$ cat src/hdl/ifetch_pkg.sv
package ifetch_pkg;

  localparam int ITAG_LEN  = 22;
  localparam int IIDX_LEN  = 10; // 64 lines of 16 bytes
  localparam int ILINE_CNT = 64;
  localparam int IPAIR_CNT = 128;
  localparam int IQ_DEPTH  = 4;

  localparam logic [2:0]  UNCACHED_SEG = 3'b101;
  localparam logic [31:0] RESET_VPC    = 32'h8000_0000; // cached segment

  typedef struct packed {
    logic        valid;
    logic        write;
    logic [3:0]  burst_size; // beats minus one
    logic        cached;
    logic [1:0]  data_size;
    logic [31:0] addr;
    logic        data_ok;    // master takes read data
    logic        data_last;
    logic [3:0]  data_strobe;
    logic [31:0] w_data;
  } cache_bus_req_t;

  typedef struct packed {
    logic        ready;      // address accepted
    logic        data_ok;    // read beat valid
    logic        data_last;
    logic [31:0] r_data;
  } cache_bus_resp_t;

  typedef logic [1:0][31:0] inst_pair_t;

  typedef struct packed {
    logic [1:0]  valid;    // one per slot
    logic [31:0] vpc;      // pair aligned
    logic [31:0] attached;
    inst_pair_t  inst;
  } fetch_pair_t;

  typedef struct packed {
    logic                valid;
    logic [ITAG_LEN-1:0] tag;
  } itag_t;

endpackage

$ cat src/hdl/addr_xlate.sv
`timescale 1ns/100ps

module addr_xlate import ifetch_pkg::*; (
  input  logic        clk,
  input  logic [31:0] vpc_i,
  input  logic [1:0]  valid_i,
  input  logic        ready_i,
  output logic [31:0] ppc_o,
  output logic        paddr_valid_o,
  output logic        uncached_o
);

  logic [31:0] ppc;
  logic        uncached;

  // fixed segment mapping clears the top three bits
  assign ppc      = {3'b000, vpc_i[28:0]};
  assign uncached = vpc_i[31:29] == UNCACHED_SEG;

  // one cycle behind vpc with the fetch register's enable
  always_ff @(posedge clk) begin
    if (ready_i) begin
      ppc_o         <= ppc;
      uncached_o    <= uncached;
      paddr_valid_o <= |valid_i;
    end
  end

endmodule

$ cat config.mk
export PLATFORM = sky130hd
export DESIGN_NAME = addr_xlate
export DESIGN_NICKNAME = d
export VERILOG_FILES = /design/src/hdl/ifetch_pkg.sv /design/src/hdl/addr_xlate.sv
export SDC_FILE = /design/constraint.sdc
export NUM_CORES = 1
export LEC_CHECK = 0
export BUFFER_PORTS_ARGS = -buffer_cell sky130_fd_sc_hd__buf_4
export CAP_MARGIN = 10
export CELL_PAD_IN_SITES_DETAIL_PLACEMENT = 1
export CELL_PAD_IN_SITES_GLOBAL_PLACEMENT = 2
export CORE_MARGIN = 1
export CORE_UTILIZATION = 25
export CTS_CLUSTER_SIZE = 8
export DETAILED_ROUTE_END_ITERATION = 8
export GPL_ROUTABILITY_DRIVEN = 0
export PLACE_DENSITY = 0.77
export SLEW_MARGIN = 20
export SYNTH_ARGS = -nofsm -noshare
export SYNTH_HDL_FRONTEND = slang
export SYNTH_SLANG_ARGS = --single-unit
$ cat constraint.sdc
create_clock -name clk -period 0.8 [get_ports clk]
set_input_delay 0.08 -clock clk [delete_from_list [all_inputs] [get_ports clk]]
set_output_delay 0.08 -clock clk [all_outputs]
set_load 0.02 [all_outputs]
# ---- Word-level counts from Yosys, hierarchy flattened
# Cells that the tools add are included.
# Widths: inputs -> output; s select.
dict set report classes {
  reduce_logical 1
  n_eq_ne 1
}
# cell n
set ops {}
lappend ops {{$eq 3x3->1 const B} 1}
lappend ops {{$reduce_or 2->1} 1}
dict set report totals {
  out_inout_bits 34
  reg_bits 31
  wordCells 5
}

# ---- Logic depth before layout (Yosys ltp)
dict set report logic_depth {
  depth_word 1
  ltp_mapped 1
  ltp_nobuf 1
}

# ---- Worst setup path before layout
# Ideal clock, no wire load.
dict set report synth_timing {
  path_type {in2reg}
  startpoint {in valid_i[1]}
  endpoint {reg paddr_valid_o, data pin}
  arrival_ns 0.277
  n_path_buf 0
  t_required_ns 0.541
  setup_ns 0.259
  path_slack_ns 0.264
  cell_stages 1
  cell_sequence {or2_1}
}
dict set report synth_via {
  elab_chain_len 1
}
# element line
set synth_rtl {}
lappend synth_rtl {{from (decl)} addr_xlate.sv:6} ;# input logic [1:0] valid_i,
lappend synth_rtl {{$reduce_or 2->1} addr_xlate.sv:25} ;# paddr_valid_o <= |valid_i;
lappend synth_rtl {{to (signal assigned)} addr_xlate.sv:25}
lappend synth_rtl {{to (decl)} addr_xlate.sv:9} ;# output logic paddr_valid_o,
# Every way passes these cells.
# A chain may end at the register's enable or synchronous reset.

# ---- Worst setup path after layout
dict set report layout_timing {
  startpoint {reg ppc_o[22]}
  endpoint {out ppc_o[22]}
}
# element line
set layout_rtl {}
lappend layout_rtl {{from (decl)} addr_xlate.sv:8} ;# output logic [31:0] ppc_o,
lappend layout_rtl {{from (signal assigned)} addr_xlate.sv:23} ;# ppc_o <= ppc;
# No word-level cell between the ends.

==> results.toml <==
[logic_synthesis]
synthTopCellsByArea = "edfxtp_1, buf_4, and3b_1"
yosysWarnings = 0
yosys.area.top_type = "edfxtp_1"
ys_types = 5
synth_edf_count = 31
yosysSeqAreaShare = 0.958
syn_area_um2 = 972
async_flop_share = 0
synth_top_cell_area_share = 0.958
synth_most_common_cell = "edfxtp_1"
synthCells = 37
synth_flop_cell = "edfxtp_1"
ys_ff_latch = 31
syn_avg_cell_area_um2 = 26.3
yosys-top-cells-count = "edfxtp_1, buf_4, and3b_1, conb_1, or2_1"

[floorplanning]
io_pins = 70
coreArea_mm2 = 0.00369
initial_utilization = 0.264
die-height_um = 64.4
core.rowCount = 22
die_w_um = 64.4
dieArea_mm2 = 0.00414

[global_routing]
grt_overflow = 0
top_usage_layer = "met2"
use_met1 = 0.110
grt_pass1_vias = 812
grt.total_usage = 0.128
antenna_found_initial = 0
met3_usage = 0.0607
global_route.usage.met2 = 0.241
grt_max_degree = 15
grt_pass1_wl_um = 3710

[drt]
wl_um = 2320
wl_per_cell_um = 12.3
first_iter_violations = 7
drc = 0
ant_nets = 0
via_per_inst = 3.79
vias = 713
first_pass_iters = 2

[timing]
hold_viol_final = 0
setup_viol = 31
setup_slack_ns = -0.0934
min_period_over_period = 1.12
fmax_mhz = 1120
fin_hold_ws_ns = 0.0651
drv_slew = 0
setup_tns_ns = -2.25
period_minus_slack_ns = 0.893
rsz0062_at_grt = "true"

[clock_network]
cts_num_sinks = 31
h-tree-depth = 2
root_buffer = "clkbuf_8"
cts_tree = "done"
clock_path_buffers = 2
cts_buffers = 5
path_clk_slew_ns = 0.06
cts_setup_buffers = 0

[placed_design]
place_hpwl_um = 1500
io_buffers = 66
placed_cell_area_mm2 = 0.00156

[critical_path]
criticalPathCategory = "register to output port"
crit_path_max_incr_delay_ns = 0.39
cp-end-kind = "output port"
crit_path_end = "ppc_o[22]"
crit_path_start = "ppc_o[22]$_DFFE_PP_"
path_cells = "buf_6"
cp_top_family = "flip-flops"
cp_max_fo = 1
required_ns = 0.72
critPathArrivalTime_ns = 0.81
crit_slowest_cell = "edfxtp_1"
start_kind = "register"
critPathBufInv = 1
cp.depth = 1

[job]
drv_cap = 0

[layout]
fin_nets = 177
multi_input_area_um2 = 26.3
seq_area_um2 = 931
post-route-util = 0.553
area_delta_synth_final_pct = 110
final_area_mm2 = 0.00204
drive_gt1_frac = 0.529
diodes = 0
nFillCells = 353

[power_and_ir_drop]
static-leakage-power_nw = 0.860
ir_worst_vdd_mv = 1.17
powerDensity_mw_per_mm2 = 1860

[outcome]
violations = "negative setup slack"
outcome = "complete, but fails checks"

[min_path]
hold_class = "primary input to register"
cell families after synthesis:
| logic type | share of synthesized area |
|---|---|
| buffers and inverters | 0.0232 |
| DFF | 0.958 |
| other | 0.00386 |
| and+or+nand+nor | 0.0154 |
state kept, by name (all words and copies together) (netlist names):
signal,cells
uncached_o,1
paddr_valid_o,1
ppc_o,29
what timing repair did:
| item | 4_1_cts | 5_1_grt |
|---|---|---|
| hold buffers | 29 | 0 |
| resized for setup | 30 | 1 |
| gates cloned | 0 | 0 |
| pin swaps | 0 | 0 |
| hold endpoints to repair | 29 | 0 |
| setup endpoints to repair | 31 | 31 |
worst min-delay path by stage:
stage | start | end | cells after the start
floorplan | vpc_i[0] | ppc_o[0]$_DFFE_PP_ | 0
global placement | vpc_i[28] | ppc_o[28]$_DFFE_PP_ | 1
detailed placement | vpc_i[16] | ppc_o[16]$_DFFE_PP_ | 1
CTS | valid_i[0] | paddr_valid_o$_DFFE_PP_ | 2
global route | valid_i[0] | paddr_valid_o$_DFFE_PP_ | 2
finish | valid_i[0] | paddr_valid_o$_DFFE_PP_ | 2
layer usage:
layer	vias up	wire, µm
li1	342	-
met1	317	739
met2	47	1320
met3	7	210
met4	0	51
met5	-	0
report_power, final:
| part | switching [W] | internal (W) |
|---|---|---|
| Combinational | 0.000298 | 0.000444 |
| Sequential | 0.0000559 | 0.00193 |
| Clock | 0.000474 | 0.000577 |
placed cells by master (no fill, tap or decap):
| cell | Yosys | layout |
|---|---|---|
| and3b_1 | 1 | 1 |
| buf_12 | 0 | 2 |
| buf_4 | 3 | 36 |
| buf_6 | 0 | 31 |
| clkbuf_1 | 0 | 1 |
| clkbuf_8 | 0 | 5 |
| conb_1 | 1 | 3 |
| dlygate4sd3_1 | 0 | 29 |
| edfxtp_1 | 31 | 31 |
| or2_1 | 1 | 1 |
cell type report:
type	count	area share
timing repair buffer	98	0.466
sequential	31	0.456
clock buffer	6	0.0356
tap	48	0.0294
multi-input combinational	5	0.0129
stage by stage:
step / setup WS (ns) / cells / total power (W)
5_1_grt: -0.131 / 188 / 0.00393
3_3_place_gp: 0.153 / 153 / 0.00255
6_report: -0.0934 / 188 / 0.00378
2_1_floorplan: 0.264 / 39 / 0.00219
4_1_cts: -0.111 / 188 / 0.00382
3_5_place_dp: 0.137 / 153 / 0.00256
Note: power is estimated with default switching activity, not from simulation.
