`config.mk`:
```
export PLATFORM = sky130hd
export DESIGN_NAME = fetch_pc_gen
export DESIGN_NICKNAME = d
export VERILOG_FILES = /design/src/hdl/ifetch_pkg.sv /design/src/hdl/fetch_pc_gen.sv
export SDC_FILE = /design/constraint.sdc
export NUM_CORES = 1
export LEC_CHECK = 0
export CORE_MARGIN = 2
export CORE_UTILIZATION = 57
export DETAILED_ROUTE_END_ITERATION = 8
export DONT_BUFFER_PORTS = 1
export GPL_TIMING_DRIVEN = 1
export PLACE_DENSITY_LB_ADDON = 0.3
export SLEW_MARGIN = 20
export SYNTH_ARGS = -nofsm -noshare
export SYNTH_HDL_FRONTEND = slang
export SYNTH_SLANG_ARGS = --single-unit
```
`constraint.sdc`:
```
create_clock -name clk -period 2.1 [get_ports clk]
set_input_delay 0.42 -clock clk [delete_from_list [all_inputs] [get_ports clk]]
set_output_delay 0.42 -clock clk [all_outputs]
set_load 0.1 [all_outputs]
```
`src/hdl/ifetch_pkg.sv`:
```
package ifetch_pkg;

  localparam int ITAG_LEN  = 22;
  localparam int IIDX_LEN  = 10; // 64 lines of 16 bytes
  localparam int ILINE_CNT = 64;
  localparam int IPAIR_CNT = 128;
  localparam int IQ_DEPTH  = 4;

  localparam logic [2:0]  UNCACHED_SEG = 3'b101;
  localparam logic [31:0] RESET_VPC    = 32'h8000_0000; // cached segment

  typedef struct packed {
    logic        valid;
    logic        write;
    logic [3:0]  burst_size; // beats minus one
    logic        cached;
    logic [1:0]  data_size;
    logic [31:0] addr;
    logic        data_ok;    // master takes read data
    logic        data_last;
    logic [3:0]  data_strobe;
    logic [31:0] w_data;
  } cache_bus_req_t;

  typedef struct packed {
    logic        ready;      // address accepted
    logic        data_ok;    // read beat valid
    logic        data_last;
    logic [31:0] r_data;
  } cache_bus_resp_t;

  typedef logic [1:0][31:0] inst_pair_t;

  typedef struct packed {
    logic [1:0]  valid;    // one per slot
    logic [31:0] vpc;      // pair aligned
    logic [31:0] attached;
    inst_pair_t  inst;
  } fetch_pair_t;

  typedef struct packed {
    logic                valid;
    logic [ITAG_LEN-1:0] tag;
  } itag_t;

endpackage

```
`src/hdl/fetch_pc_gen.sv`:
```
`timescale 1ns/100ps

module fetch_pc_gen import ifetch_pkg::*; (
  input  logic        clk,
  input  logic        rst_n,
  input  logic        clr_i,
  input  logic [31:0] redirect_pc_i,
  input  logic        ready_i,
  output logic [31:0] vpc_o,
  output logic [1:0]  valid_o,
  output logic [31:0] attached_o
);

  logic [31:0] pc_q;
  logic [31:0] seq_q; // running fetch number

  always_ff @(posedge clk) begin
    if (!rst_n) begin
      pc_q  <= RESET_VPC;
      seq_q <= '0;
    end else if (clr_i) begin
      pc_q <= redirect_pc_i;
    end else if (ready_i) begin
      pc_q  <= vpc_o + 32'd8; // next pair with the odd-word offset dropped
      seq_q <= seq_q + 32'd1;
    end
  end

  assign vpc_o = {pc_q[31:3], 3'b000};

  // slot 0 off when entering on the second word
  assign valid_o    = {1'b1, ~pc_q[2]};
  assign attached_o = seq_q;

endmodule

```
# Word level (Yosys, flattened, before mapping)
# Cells that the tools add are included.
# W data, S select, Z words.
[op_classes]
n_div = 0
n_addsub = 2
n_reduce_logical = 2
muxes = 2
magnitude_cmp = 0
mul = 0
n_eq_ne = 0
n_bitwise = 2
n_shift = 0
[ops]
columns = ["op", "n"]
rows = [
  ["$mux W32", 2],
  ["$add A32 B1 Y32 const B", 1],
  ["$add A32 B4 Y32 const B", 1],
  ["$not A1 Y1", 2],
  ["$reduce_and A2 Y1", 1],
  ["$reduce_bool A2 Y1", 1],
]
[word_totals]
latch_bits = 0
memories = 0
inputBits = 36
mem_bits_ro = 0
ramBits = 0
wordCells = 10
register_bits = 64

# Logic depth before layout (Yosys ltp)
[depth]
depth_word = 3
ltp_mapped = 6
ltp_nobuf = 5

# Worst setup path before layout
# Ideal clock, no wire load.
[synth_path]
path_kind = "register -> register"
startpoint = "reg seq_q[0] (netlist: attached_o[0])"
endpoint = "reg seq_q[24] (netlist: attached_o[24])"
synth_period_minus_slack_ns = 2.684
stages_incl_launch_ff = 7
arrival_time_ns = 2.549
setup_time_ns = 0.135
setup_slack_ns = -0.584
path_buffers = 1
path_cell_list = "dfxtp_1 ha_1 nand3b_2 or4_1 buf_2 o311ai_0 o41ai_1"
[synth_via]
elab_chain_cells = 1
[synth_rtl]
columns = ["item", "line_no", "text"]
rows = [
  ["start, declared", "fetch_pc_gen.sv:15", "logic [31:0] seq_q;"],
  ["start signal, assigned", "fetch_pc_gen.sv:25", "seq_q <= seq_q + 32'd1;"],
  ["$add A32 B1 Y32", "fetch_pc_gen.sv:25", ""],
]
# Every way passes these cells.
# A chain may end at the register's enable or synchronous reset.

# Worst setup path in the final report
[layout_path]
startpoint = "reg pc_q[3]"
endpoint = "reg pc_q[23]"
[layout_via]
elab_chain_cells = 3
[layout_rtl]
columns = ["item", "line_no", "text"]
rows = [
  ["start, declared", "fetch_pc_gen.sv:14", "logic [31:0] pc_q;"],
  ["start signal, assigned", "fetch_pc_gen.sv:22", "pc_q <= redirect_pc_i;"],
  ["start signal, assigned", "fetch_pc_gen.sv:24", "pc_q <= vpc_o + 32'd8;"],
  ["$add A32 B4 Y32", "fetch_pc_gen.sv:24", ""],
  ["$mux W32", "fetch_pc_gen.sv:23", "end else if (ready_i) begin"],
  ["$mux W32", "fetch_pc_gen.sv:21", "end else if (clr_i) begin"],
]
# Every way passes these cells. The select of a mux whose other input is x is not followed.

==> impl_metrics.json <==
{
  "crit_type": "reg -> reg",
  "routed_wl_mm": 8.73,
  "yosys_warnings": 0,
  "grt_max_degree": 41,
  "power_mw": 2.94,
  "cts_hold_buf": 0,
  "drt_iter0_drc": 180,
  "status": "finished, final reports clean",
  "clock-sinks": 62,
  "rows": 28,
  "die_h_um": 82.4,
  "worstPathArrival_ns": 2.21,
  "clkTransAtPathRegs_ns": 0.07,
  "fmax_mhz": 505,
  "fin_tns_setup_ns": 0,
  "port_buffers": 0,
  "synth_ff_type": "dfxtp_1",
  "worstSetupEndpointType": "register",
  "netlist.area_leader.share": 0.355,
  "core_region_area_um2": 5920,
  "syn_area_um2": 3500,
  "netlist_top_cells_area": "dfxtp_1 (35%), buf_4 (7.3%), o21ai_0 (4.7%), nand4_1 (3.9%), a21oi_1 (3.9%)",
  "clkLatencyLatePin_ns": 0.33,
  "design.portCount": 102,
  "antenna_found_initial": 0,
  "worst-path-buf-inv": 0,
  "period_minus_slack_ns": 1.98,
  "yosysUniqueCellTypes": 44,
  "rsz0062_at_grt": "false",
  "postRouteAntennaNets": 0,
  "maxSlewViolCount": 0,
  "numCtsBuffers": 9,
  "gp_congestion": 0.883,
  "worst_pin_slew_ns": 0.648,
  "vias_per_cell": 6.16,
  "grt_pass1_wl_mm": 14.0,
  "drv_cap": 0,
  "critPathTopFamily": "simple AND/OR/NAND/NOR gates",
  "fin_crit_sh": 0.943,
  "drc_errors": 0,
  "cts-root-buf": "clkbuf_8",
  "synthCells": 433,
  "h-tree-depth": 3,
  "vias": 3392,
  "ir_drop_uv": 497,
  "cpPeakStageDelay_ns": 0.58,
  "cp_slowest_cell": "or4_4",
  "path_cells": "ha_1 -> nand2_1 -> or4_4 -> or3_1 -> a311oi_1",
  "setup_viol": 0,
  "wl_per_cell_um": 15.8,
  "grt_pass1_vias": 3094,
  "required_ns": 2.33,
  "crit_fanout": 10,
  "finalNetCount": 509,
  "start_util": 0.591,
  "async_flop_share": 0,
  "drive_gt1_frac": 0.269,
  "clk_path_buf_depth": 2,
  "yosysSeqAreaShare": 0.355,
  "synth_edf_count": 0,
  "pwr_density_cell_nw_per_um2": 705,
  "areaGrowthSynthToFinish_pct": 19.3,
  "n_antenna_cell": 0,
  "first_pass_iters": 5,
  "fp.dieArea_um2": 6780,
  "dp_hpwl_mm": 6.32,
  "cts_tree": "done",
  "overflow": 0,
  "finalHoldViolations": 0,
  "synth_top_area_cell": "dfxtp_1",
  "die_w_um": 82.4,
  "start_kind": "register",
  "skew_ns": 0.00822,
  "syn_area_per_cell_um2": 8.09,
  "grtUsageTotal": 0.266,
  "power_leakage_nw": 1.53,
  "ys_ff_latch": 62,
  "worst_hold_path_type": "in -> reg",
  "max-slew-margin-rel": 0.564,
  "final_core_util": 0.706
}
-- flip-flops by register name, summed over array words and instances (netlist names) --
name	count
attached_o	32
pc_q	30
-- layer usage --
metal	up-vias	GRT usage	share of wire	wire length, um
met2	159	0.416	0.45	3970
met3	21	0.0620	0.087	759
li1	1647	-	-	-
met4	0	0.115	0.027	234
met1	1565	0.351	0.43	3770
met5	-	0	0	0
-- final cells by class --
type | count | area, um2
multi-input cells | 303 | 1890
clock buffers | 13 | 179
inverters | 12 | 45.0
well taps | 75 | 93.8
clock inverters | 3 | 40.0
repair buffers | 83 | 636
fillers | 482 | 1740
flip-flops and latches | 62 | 1290
-- stage by stage --
step / hold slack, ns / cell area, um2 / worst slack, ns / instances
4_1_cts: 0.204 / 4150 / 0.0814 / 548
5_1_grt: 0.214 / 4180 / 0.0133 / 551
2_1_floorplan: 0.477 / 3570 / 0.00336 / 435
3_5_place_dp: 0.472 / 3930 / 0.0968 / 532
3_3_place_gp: 0.457 / 3930 / 0.150 / 532
6_report: 0.221 / 4180 / 0.119 / 551
-- kinds of logic after synthesis --
kind of cell / share of synthesized area
compound gates: 0.162
xor+xnor: 0.0500
fa+ha+maj: 0.00715
buf+inv: 0.113
flops: 0.355
mux: 0.0257
other cells: 0.00215
simple gates: 0.285
-- worst paths after layout --
kind | start | to | slack [ns] | depth (start not counted)
worst min register to register | attached_o[22] | attached_o[22] | 0.50 | 2
worst max register to register | pc_q[3] | pc_q[23] | 0.12 | 5
worst min-delay path | rst_n | pc_q[15] | 0.22 | 2
worst max-delay path | pc_q[3] | pc_q[23] | 0.12 | 5
-- worst register-to-register path, cell delays in order, from the launching register on --
cell and delay, ns:
dfxtp_1 0.37, ha_1 0.18, nand2_1 0.08, or4_4 0.58, or3_1 0.37, a311oi_1 0.30
-- power breakdown --
| group | internal (mW) | switching [mW] |
|---|---|---|
| sequential | 1.21 | 0.0387 |
| clock | 0.674 | 0.461 |
| combinational | 0.119 | 0.444 |
-- timing repair --
action                     in CTS  in global routing
buffers inserted                0                  3
setup endpoints to repair       0                  4
gates resized for setup         0                  1
-- placed cells by master, fill, tap and decap left out, types with 6 or more instances in the layout --
| master | Yosys | final |
|---|---|---|
| nand2_1 | 24 | 24 |
| nand4_1 | 22 | 22 |
| nor3_1 | 11 | 11 |
| or4_1 | 12 | 12 |
| a21oi_1 | 27 | 27 |
| or3_1 | 19 | 19 |
| nor2_1 | 24 | 24 |
| mux2i_1 | 9 | 9 |
| xnor2_1 | 14 | 14 |
| and4_1 | 8 | 8 |
| nand2b_1 | 8 | 8 |
| xor2_1 | 6 | 6 |
| dfxtp_1 | 62 | 39 |
| dfxtp_4 | 0 | 9 |
| o21ai_0 | 33 | 33 |
| nand3_1 | 20 | 20 |
| nor4_1 | 9 | 9 |
| clkbuf_8 | 0 | 13 |
| a31oi_1 | 8 | 8 |
| inv_1 | 12 | 12 |
| o31ai_1 | 8 | 8 |
| dfxtp_2 | 0 | 14 |
| buf_4 | 34 | 82 |
-- cells in the mapped netlist, types with 3 or more instances --
library cell and n:
a21oi_1 27, a311oi_1 4, a31oi_1 8, and2_1 3
and3_1 4, and4_1 8, buf_2 5, buf_4 34
clkbuf_1 17, dfxtp_1 62, inv_1 12, mux2i_1 9
nand2_1 24, nand2b_1 8, nand3_1 20, nand4_1 22
nor2_1 24, nor3_1 11, nor4_1 9, o21ai_0 33
o311ai_0 3, o31ai_1 8, o41ai_1 4, or3_1 19
or4_1 12, xnor2_1 14, xor2_1 6
Note: power is estimated with default switching activity, not from simulation.
