==> config.mk <==
export PLATFORM = sky130hd
export DESIGN_NAME = inst_queue
export DESIGN_NICKNAME = d
export VERILOG_FILES = /design/src/hdl/ifetch_pkg.sv /design/src/hdl/inst_queue.sv
export SDC_FILE = /design/constraint.sdc
export NUM_CORES = 1
export LEC_CHECK = 0
export BUFFER_PORTS_ARGS = -buffer_cell sky130_fd_sc_hd__buf_2
export CAP_MARGIN = 20
export CORE_MARGIN = 10
export CORE_UTILIZATION = 50
export CTS_CLUSTER_SIZE = 30
export DETAILED_ROUTE_END_ITERATION = 16
export MAX_ROUTING_LAYER = met4
export PLACE_DENSITY = 0.74
export SKIP_CTS_REPAIR_TIMING = 1
export SLEW_MARGIN = 20
export SYNTH_ARGS = -nofsm -noshare
export SYNTH_HDL_FRONTEND = slang
export SYNTH_SLANG_ARGS = --single-unit
==> constraint.sdc <==
create_clock -name clk -period 4.9 [get_ports clk]
set_input_delay 1.47 -clock clk [delete_from_list [all_inputs] [get_ports clk]]
set_output_delay 1.47 -clock clk [all_outputs]
set_load 0.02 [all_outputs]
==> src/hdl/ifetch_pkg.sv <==
package ifetch_pkg;

  localparam int ITAG_LEN  = 22;
  localparam int IIDX_LEN  = 10; // 64 lines of 16 bytes
  localparam int ILINE_CNT = 64;
  localparam int IPAIR_CNT = 128;
  localparam int IQ_DEPTH  = 4;

  localparam logic [2:0]  UNCACHED_SEG = 3'b101;
  localparam logic [31:0] RESET_VPC    = 32'h8000_0000; // cached segment

  typedef struct packed {
    logic        valid;
    logic        write;
    logic [3:0]  burst_size; // beats minus one
    logic        cached;
    logic [1:0]  data_size;
    logic [31:0] addr;
    logic        data_ok;    // master takes read data
    logic        data_last;
    logic [3:0]  data_strobe;
    logic [31:0] w_data;
  } cache_bus_req_t;

  typedef struct packed {
    logic        ready;      // address accepted
    logic        data_ok;    // read beat valid
    logic        data_last;
    logic [31:0] r_data;
  } cache_bus_resp_t;

  typedef logic [1:0][31:0] inst_pair_t;

  typedef struct packed {
    logic [1:0]  valid;    // one per slot
    logic [31:0] vpc;      // pair aligned
    logic [31:0] attached;
    inst_pair_t  inst;
  } fetch_pair_t;

  typedef struct packed {
    logic                valid;
    logic [ITAG_LEN-1:0] tag;
  } itag_t;

endpackage

==> src/hdl/inst_queue.sv <==
`timescale 1ns/100ps

module inst_queue import ifetch_pkg::*; (
  input  logic        clk,
  input  logic        rst_n,
  input  logic        clr_i,
  input  logic        push_i,
  input  fetch_pair_t data_i,
  output logic        full_o,
  output fetch_pair_t q_o,
  output logic        q_valid_o,
  input  logic        q_ready_i
);

  fetch_pair_t mem [IQ_DEPTH];

  logic [$clog2(IQ_DEPTH)-1:0] wr_ptr_q, rd_ptr_q;
  logic [$clog2(IQ_DEPTH):0]   count_q;
  logic                        do_push, do_pop;

  assign full_o    = count_q == IQ_DEPTH;
  assign q_valid_o = count_q != '0;
  assign q_o       = mem[rd_ptr_q];

  assign do_push = push_i && !full_o;
  assign do_pop  = q_valid_o && q_ready_i;

  always_ff @(posedge clk) begin
    if (!rst_n || clr_i) begin
      wr_ptr_q <= '0;
      rd_ptr_q <= '0;
      count_q  <= '0;
    end else begin
      if (do_push) wr_ptr_q <= wr_ptr_q + 1'b1; // depth is a power of two
      if (do_pop)  rd_ptr_q <= rd_ptr_q + 1'b1;
      count_q <= count_q + do_push - do_pop;
    end
  end

  always_ff @(posedge clk) begin
    if (do_push) begin
      mem[wr_ptr_q] <= data_i;
    end
  end

endmodule

## Yosys cells after proc, flatten, opt, wreduce, memory -nomap -nowiden

Memory sizes are Yosys's and may differ from the RTL's. A register that Yosys moved wholly into a read port is not among the register bits.
Cells that the tools add are included.

| word-level totals | value |
|---|---|
| bits in latches | 0 |
| output and inout port bits | 132 |
| logic and storage cells | 19 |
| memory bits (writable) | 520 |
| bits in read-only memories | 0 |
| bits in registers | 7 |
| memories kept | 1 |

| operators by class | value |
|---|---|
| equality and inequality tests | 1 |
| multiply operators | 0 |
| add/subtract/negate cells | 4 |
| mux-type cells | 4 |
| shift-type cells | 0 |
| bitwise operators | 0 |
| $lt $le $gt $ge | 0 |
| reductions and logical operators | 6 |
| div/mod/pow operators | 0 |

Memory list:

| name | depth | bits a word | rd ports | clocked after memory_dff | write ports | RTL line | RTL |
|---|---|---|---|---|---|---|---|
| mem | 4 | 130 | 1 | 1 | 1 | inst_queue.sv:15 | `fetch_pair_t mem [IQ_DEPTH];` |

Operator list:

| kind | count |
|---|---|
| $add A2 B1 Y2 const B | 2 |
| $mux W2 | 2 |
| $add A3 B1 Y3 | 1 |
| $eq A3 B3 Y1 const B | 1 |
| $reduce_bool A3 Y1 | 1 |
| $sub A3 B1 Y3 | 1 |
| $logic_and A1 B1 Y1 | 2 |
| $logic_not A1 Y1 | 2 |
| $mux W1 | 2 |
| $logic_or A1 B1 Y1 | 1 |

## Longest topological paths before layout

| depth | value |
|---|---|
| depth in word-level cells | 5 |
| gate-level depth with buffers | 11 |
| mapped depth without buffers | 11 |

## Least setup slack after synthesis

OpenSTA, ideal clock, no wires.

| timing path | value |
|---|---|
| path kind | input to register |
| from | input push_i |
| to | memory mem[1][0] (netlist name) (enable) |
| data required time | 4.395 ns |
| data arrival time | 4.752 ns |
| path slack | -0.357 ns |
| stages on the path | 3 |
| setup time | 0.505 ns |
| path buffers | 0 |
| path through | inv_1 > nor2_1 > and2_1 |

| between the ends | value |
|---|---|
| longest elaborated chain between the ends | 3 |

Ends and longest elaborated chain:

| what | RTL line | RTL |
|---|---|---|
| start, declared | inst_queue.sv:7 | `input logic push_i,` |
| $logic_and A1 B1 Y1 | inst_queue.sv:25 | `assign do_push = push_i && !full_o;` |
| $mux W1 | inst_queue.sv:41 | `if (do_push) begin` |
| $mux W1 (not written as such) | inst_queue.sv:42 | `mem[wr_ptr_q] <= data_i;` |
| end, declared | inst_queue.sv:15 |  |

No other way between the ends.

==> impl_metrics.py <==
metrics = {
    "yosys": {
        "synth.yosys.seq_area_share_pct": 81.70,
        "most_common_cell_in_the_netlist": "sky130_fd_sc_hd__edfxtp_1",
        "synth_top_flop_cell": "sky130_fd_sc_hd__edfxtp_1",
        "synth_top_cells_by_area": "sky130_fd_sc_hd__edfxtp_1 81%, sky130_fd_sc_hd__mux4_2 15%, sky130_fd_sc_hd__buf_12 1.1%",
        "postSynthNetCount": 870,
        "count_of_flip_flops_with_a_built_in_enable_after_synthesis": 520,
        "synthesis.area_um2": 19330,
        "yosys_warnings": 0,
        "cell_taking_the_most_area_after_synthesis": "sky130_fd_sc_hd__edfxtp_1",
        "register_bit_count_reported_by_yosys": 529,
        "synth_top_area_share_pct": 80.77,
        "postSynth.asyncResetShare_pct": 0,
        "synth_top_cells_by_count": "520 x sky130_fd_sc_hd__edfxtp_1, 130 x sky130_fd_sc_hd__mux4_2, 11 x sky130_fd_sc_hd__buf_12, 10 x sky130_fd_sc_hd__buf_2, 9 x sky130_fd_sc_hd__dfxtp_1",
        "synth.avg_cell_area_um2": 26.56,
        "yosys.cell_types.count": 27,
        "postSynthCellCount": 728,
    },
    "die": {
        "die_area_um2": 46930,
        "fp.dieH_um": 216.6,
        "die_width_um": 216.6,
        "num_rows": 71,
        "initial_core_util_pct": 50.96,
        "ioPinCount": 267,
        "core-area_um2": 37930,
    },
    "global_routing": {
        "grt_max_degree": 56,
        "groute.usage.overall_pct": 16.76,
        "grt_first_pass_wirelength_um": 58020,
        "grt_pass1_vias": 9444,
        "grt_overflow_total": 0,
        "grt_antenna_before_repair": 7,
    },
    "worst_setup_path": {
        "r2r_setup_slack_ps": 2490,
        "critPathCaptureType": "primary output",
        "timing.critical_path.arrival_ps": 2540,
        "crit_path_top_delay_cell": "sky130_fd_sc_hd__dfxtp_4",
        "critical_path_peak_fanout": 34,
        "cp_data_required_time_ps": 3430,
        "worstSetupPathType": "flip-flop to primary output",
        "timing.critical_path.from_type": "flip-flop",
        "path_cells": "buf_12 > mux4_2 > buf_2",
        "critPathMaxStageDelay_ps": 820,
    },
    "outcome": {
        "outcome": "finished clean",
    },
    "detailed_routing": {
        "avgRoutedWirePerCell_um": 23.88,
        "via_cell_ratio": 5.461,
        "number_of_optimization_iterations_in_the_first_detailed_route_pass": 5,
        "route.final.wire_length_um": 38250,
        "drt_first_iter_violations": 577,
        "dr_total_vias": 8748,
        "drt_drc_violations_left": 0,
        "route.antenna.remaining_nets": 0,
    },
    "power_and_ir_drop": {
        "total_leakage_power_nw": 7.649,
        "net-switching-power_mw": 1.963,
        "seqPwrFrac_pct": 54.3,
        "powerDensity_nw_per_um2": 412.3,
        "intPower_mw": 7.502,
        "worst_ir_drop_vdd_uv": 342.0,
        "power.combinational.fraction_pct": 6.3,
        "share_clk_of_total_power_pct": 39.3,
        "power.share.switching_pct": 20.74,
    },
    "cts": {
        "cts_tree": "yes",
        "cts.reportedPaths.clkPinSlew_ps": 60,
        "htree_num_levels": 2,
        "clock-sinks": 529,
        "tritoncts_buffers": 52,
        "cts_root_buffer": "sky130_fd_sc_hd__clkbuf_16",
        "insertion_delay_ps": 580,
        "max_clock_buf_depth": 3,
    },
    "sta": {
        "timing.max_slew.rel_slack_pct": 43.16,
        "period_minus_slack_ps": 4011,
        "finalHoldWorstSlack_ps": 519.6,
        "setup_violators_final": 0,
        "final.setup_skew_ps": 14.62,
        "final.period_utilization_pct": 81.87,
        "grt_setup_unrepaired": "false",
        "fmax_mhz": 249.3,
        "setup-tns-final_ps": 0,
        "final-max-slew-violation-count": 0,
        "report.final.hold_viol_count": 0,
        "tightest_slew_ps": 852.6,
    },
    "placed_design": {
        "port-buffer-count": 266,
        "total_placed_cells_including_tap_cells": 1501,
        "place.gp.congestion": 0.7303,
        "detail_placement_hpwl_um": 24100,
        "detailed_place.area_um2": 21340,
    },
    "final_layout": {
        "final_nets": 1186,
        "area.growth.synth_to_final_pct": 18.76,
        "drive_gt1_share_pct": 46.12,
        "finish.cell_count_without_fillers": 1602,
        "final_cell_area_um2": 22960,
    },
    "run": {
        "max_cap_viol_count": 0,
    },
    "hold_path": {
        "worst_hold_path_type": "flip-flop to flip-flop",
    },
}
## critical path: cells and delay by family, from the launching register on
family / cells / cell delay [ps]
flip-flops: 1 / 820
multiplexers: 1 / 570
buffers and inverters: 2 / 520
## power by group through the flow
| stage | combinational (mW) | sequential, mW | clock (mW) |
|---|---|---|---|
| final | 0.601 | 5.14 | 3.72 |
| after CTS | 0.616 | 5.14 | 3.81 |
| after detailed placement | 0.614 | 5.24 | 0 |
| after global placement | 0.602 | 5.23 | 0 |
| after global routing | 0.646 | 5.15 | 3.98 |
| after floorplan | 0.359 | 5.23 | 0 |
## through the flow
step / setup slack, ps / power (mW) / utilization [%]
6_report: 888.6 / 9.465 / 60.53
3_5_place_dp: 1414 / 5.853 / 56.26
2_1_floorplan: 1087 / 5.587 / -
3_3_place_gp: 1404 / 5.833 / 56.26
4_1_cts: 793.0 / 9.574 / 60.47
5_1_grt: 720.3 / 9.782 / 60.51
## metal layers
layer  wire [um]  vias to the layer above  GRT usage [%]
met1       15180                     4608          20.82
li1            -                     3789              -
met2       19200                      299          26.64
met5           0                        -              -
met4         677                        0          4.684
met3        3193                       52          4.833
## area by class of cell
type | count | area, um2
tap | 511 | 639.4
antenna | 9 | 22.52
timing repair buffer | 291 | 1669
multi-input combinational | 164 | 3206
clock inverter | 27 | 206.4
inverter | 6 | 22.52
sequential | 529 | 15800
clock buffer | 65 | 1391
fill | 2638 | 14970
## flip-flops by register name, indices dropped and copies added (netlist names), named ones only
register	count
mem	520
count_q	3
rd_ptr_q	2
wr_ptr_q	2
## final timing paths
check,from,to,depth (start not counted)
setup / recovery,flip-flop,q_o[38],3
hold / removal,rd_ptr_q[1]$_SDFFE_PP0P_,rd_ptr_q[1]$_SDFFE_PP0P_,2
setup reg to reg,count_q[1]$_SDFF_PP0_,count_q[2]$_SDFF_PP0_,11
hold reg to reg,rd_ptr_q[1]$_SDFFE_PP0P_,rd_ptr_q[1]$_SDFFE_PP0P_,2
## layout by cell type (no fill, tap or decap), drive strengths merged, types with 2 or more instances in the layout
cell type  count
mux4         130
clkinv        23
edfxtp       520
bufinv         3
or3            2
xor2           2
clkbuf        65
and2           6
dfxtp          9
diode          9
inv            6
nor2           6
ha             6
buf          291
## cell families after synthesis
logic type / Yosys count / synth area share, %
xor gates and xnor gates: 3 / 0.1359
DFF: 529 / 81.70
and+or+nand+nor: 19 / 0.5760
buffers and inverters: 35 / 1.767
adders and majority gates: 7 / 0.4919
AOI/OAI and AO/OA: 5 / 0.1812
muxes: 130 / 15.14
Note: power is estimated with default switching activity, not from simulation.
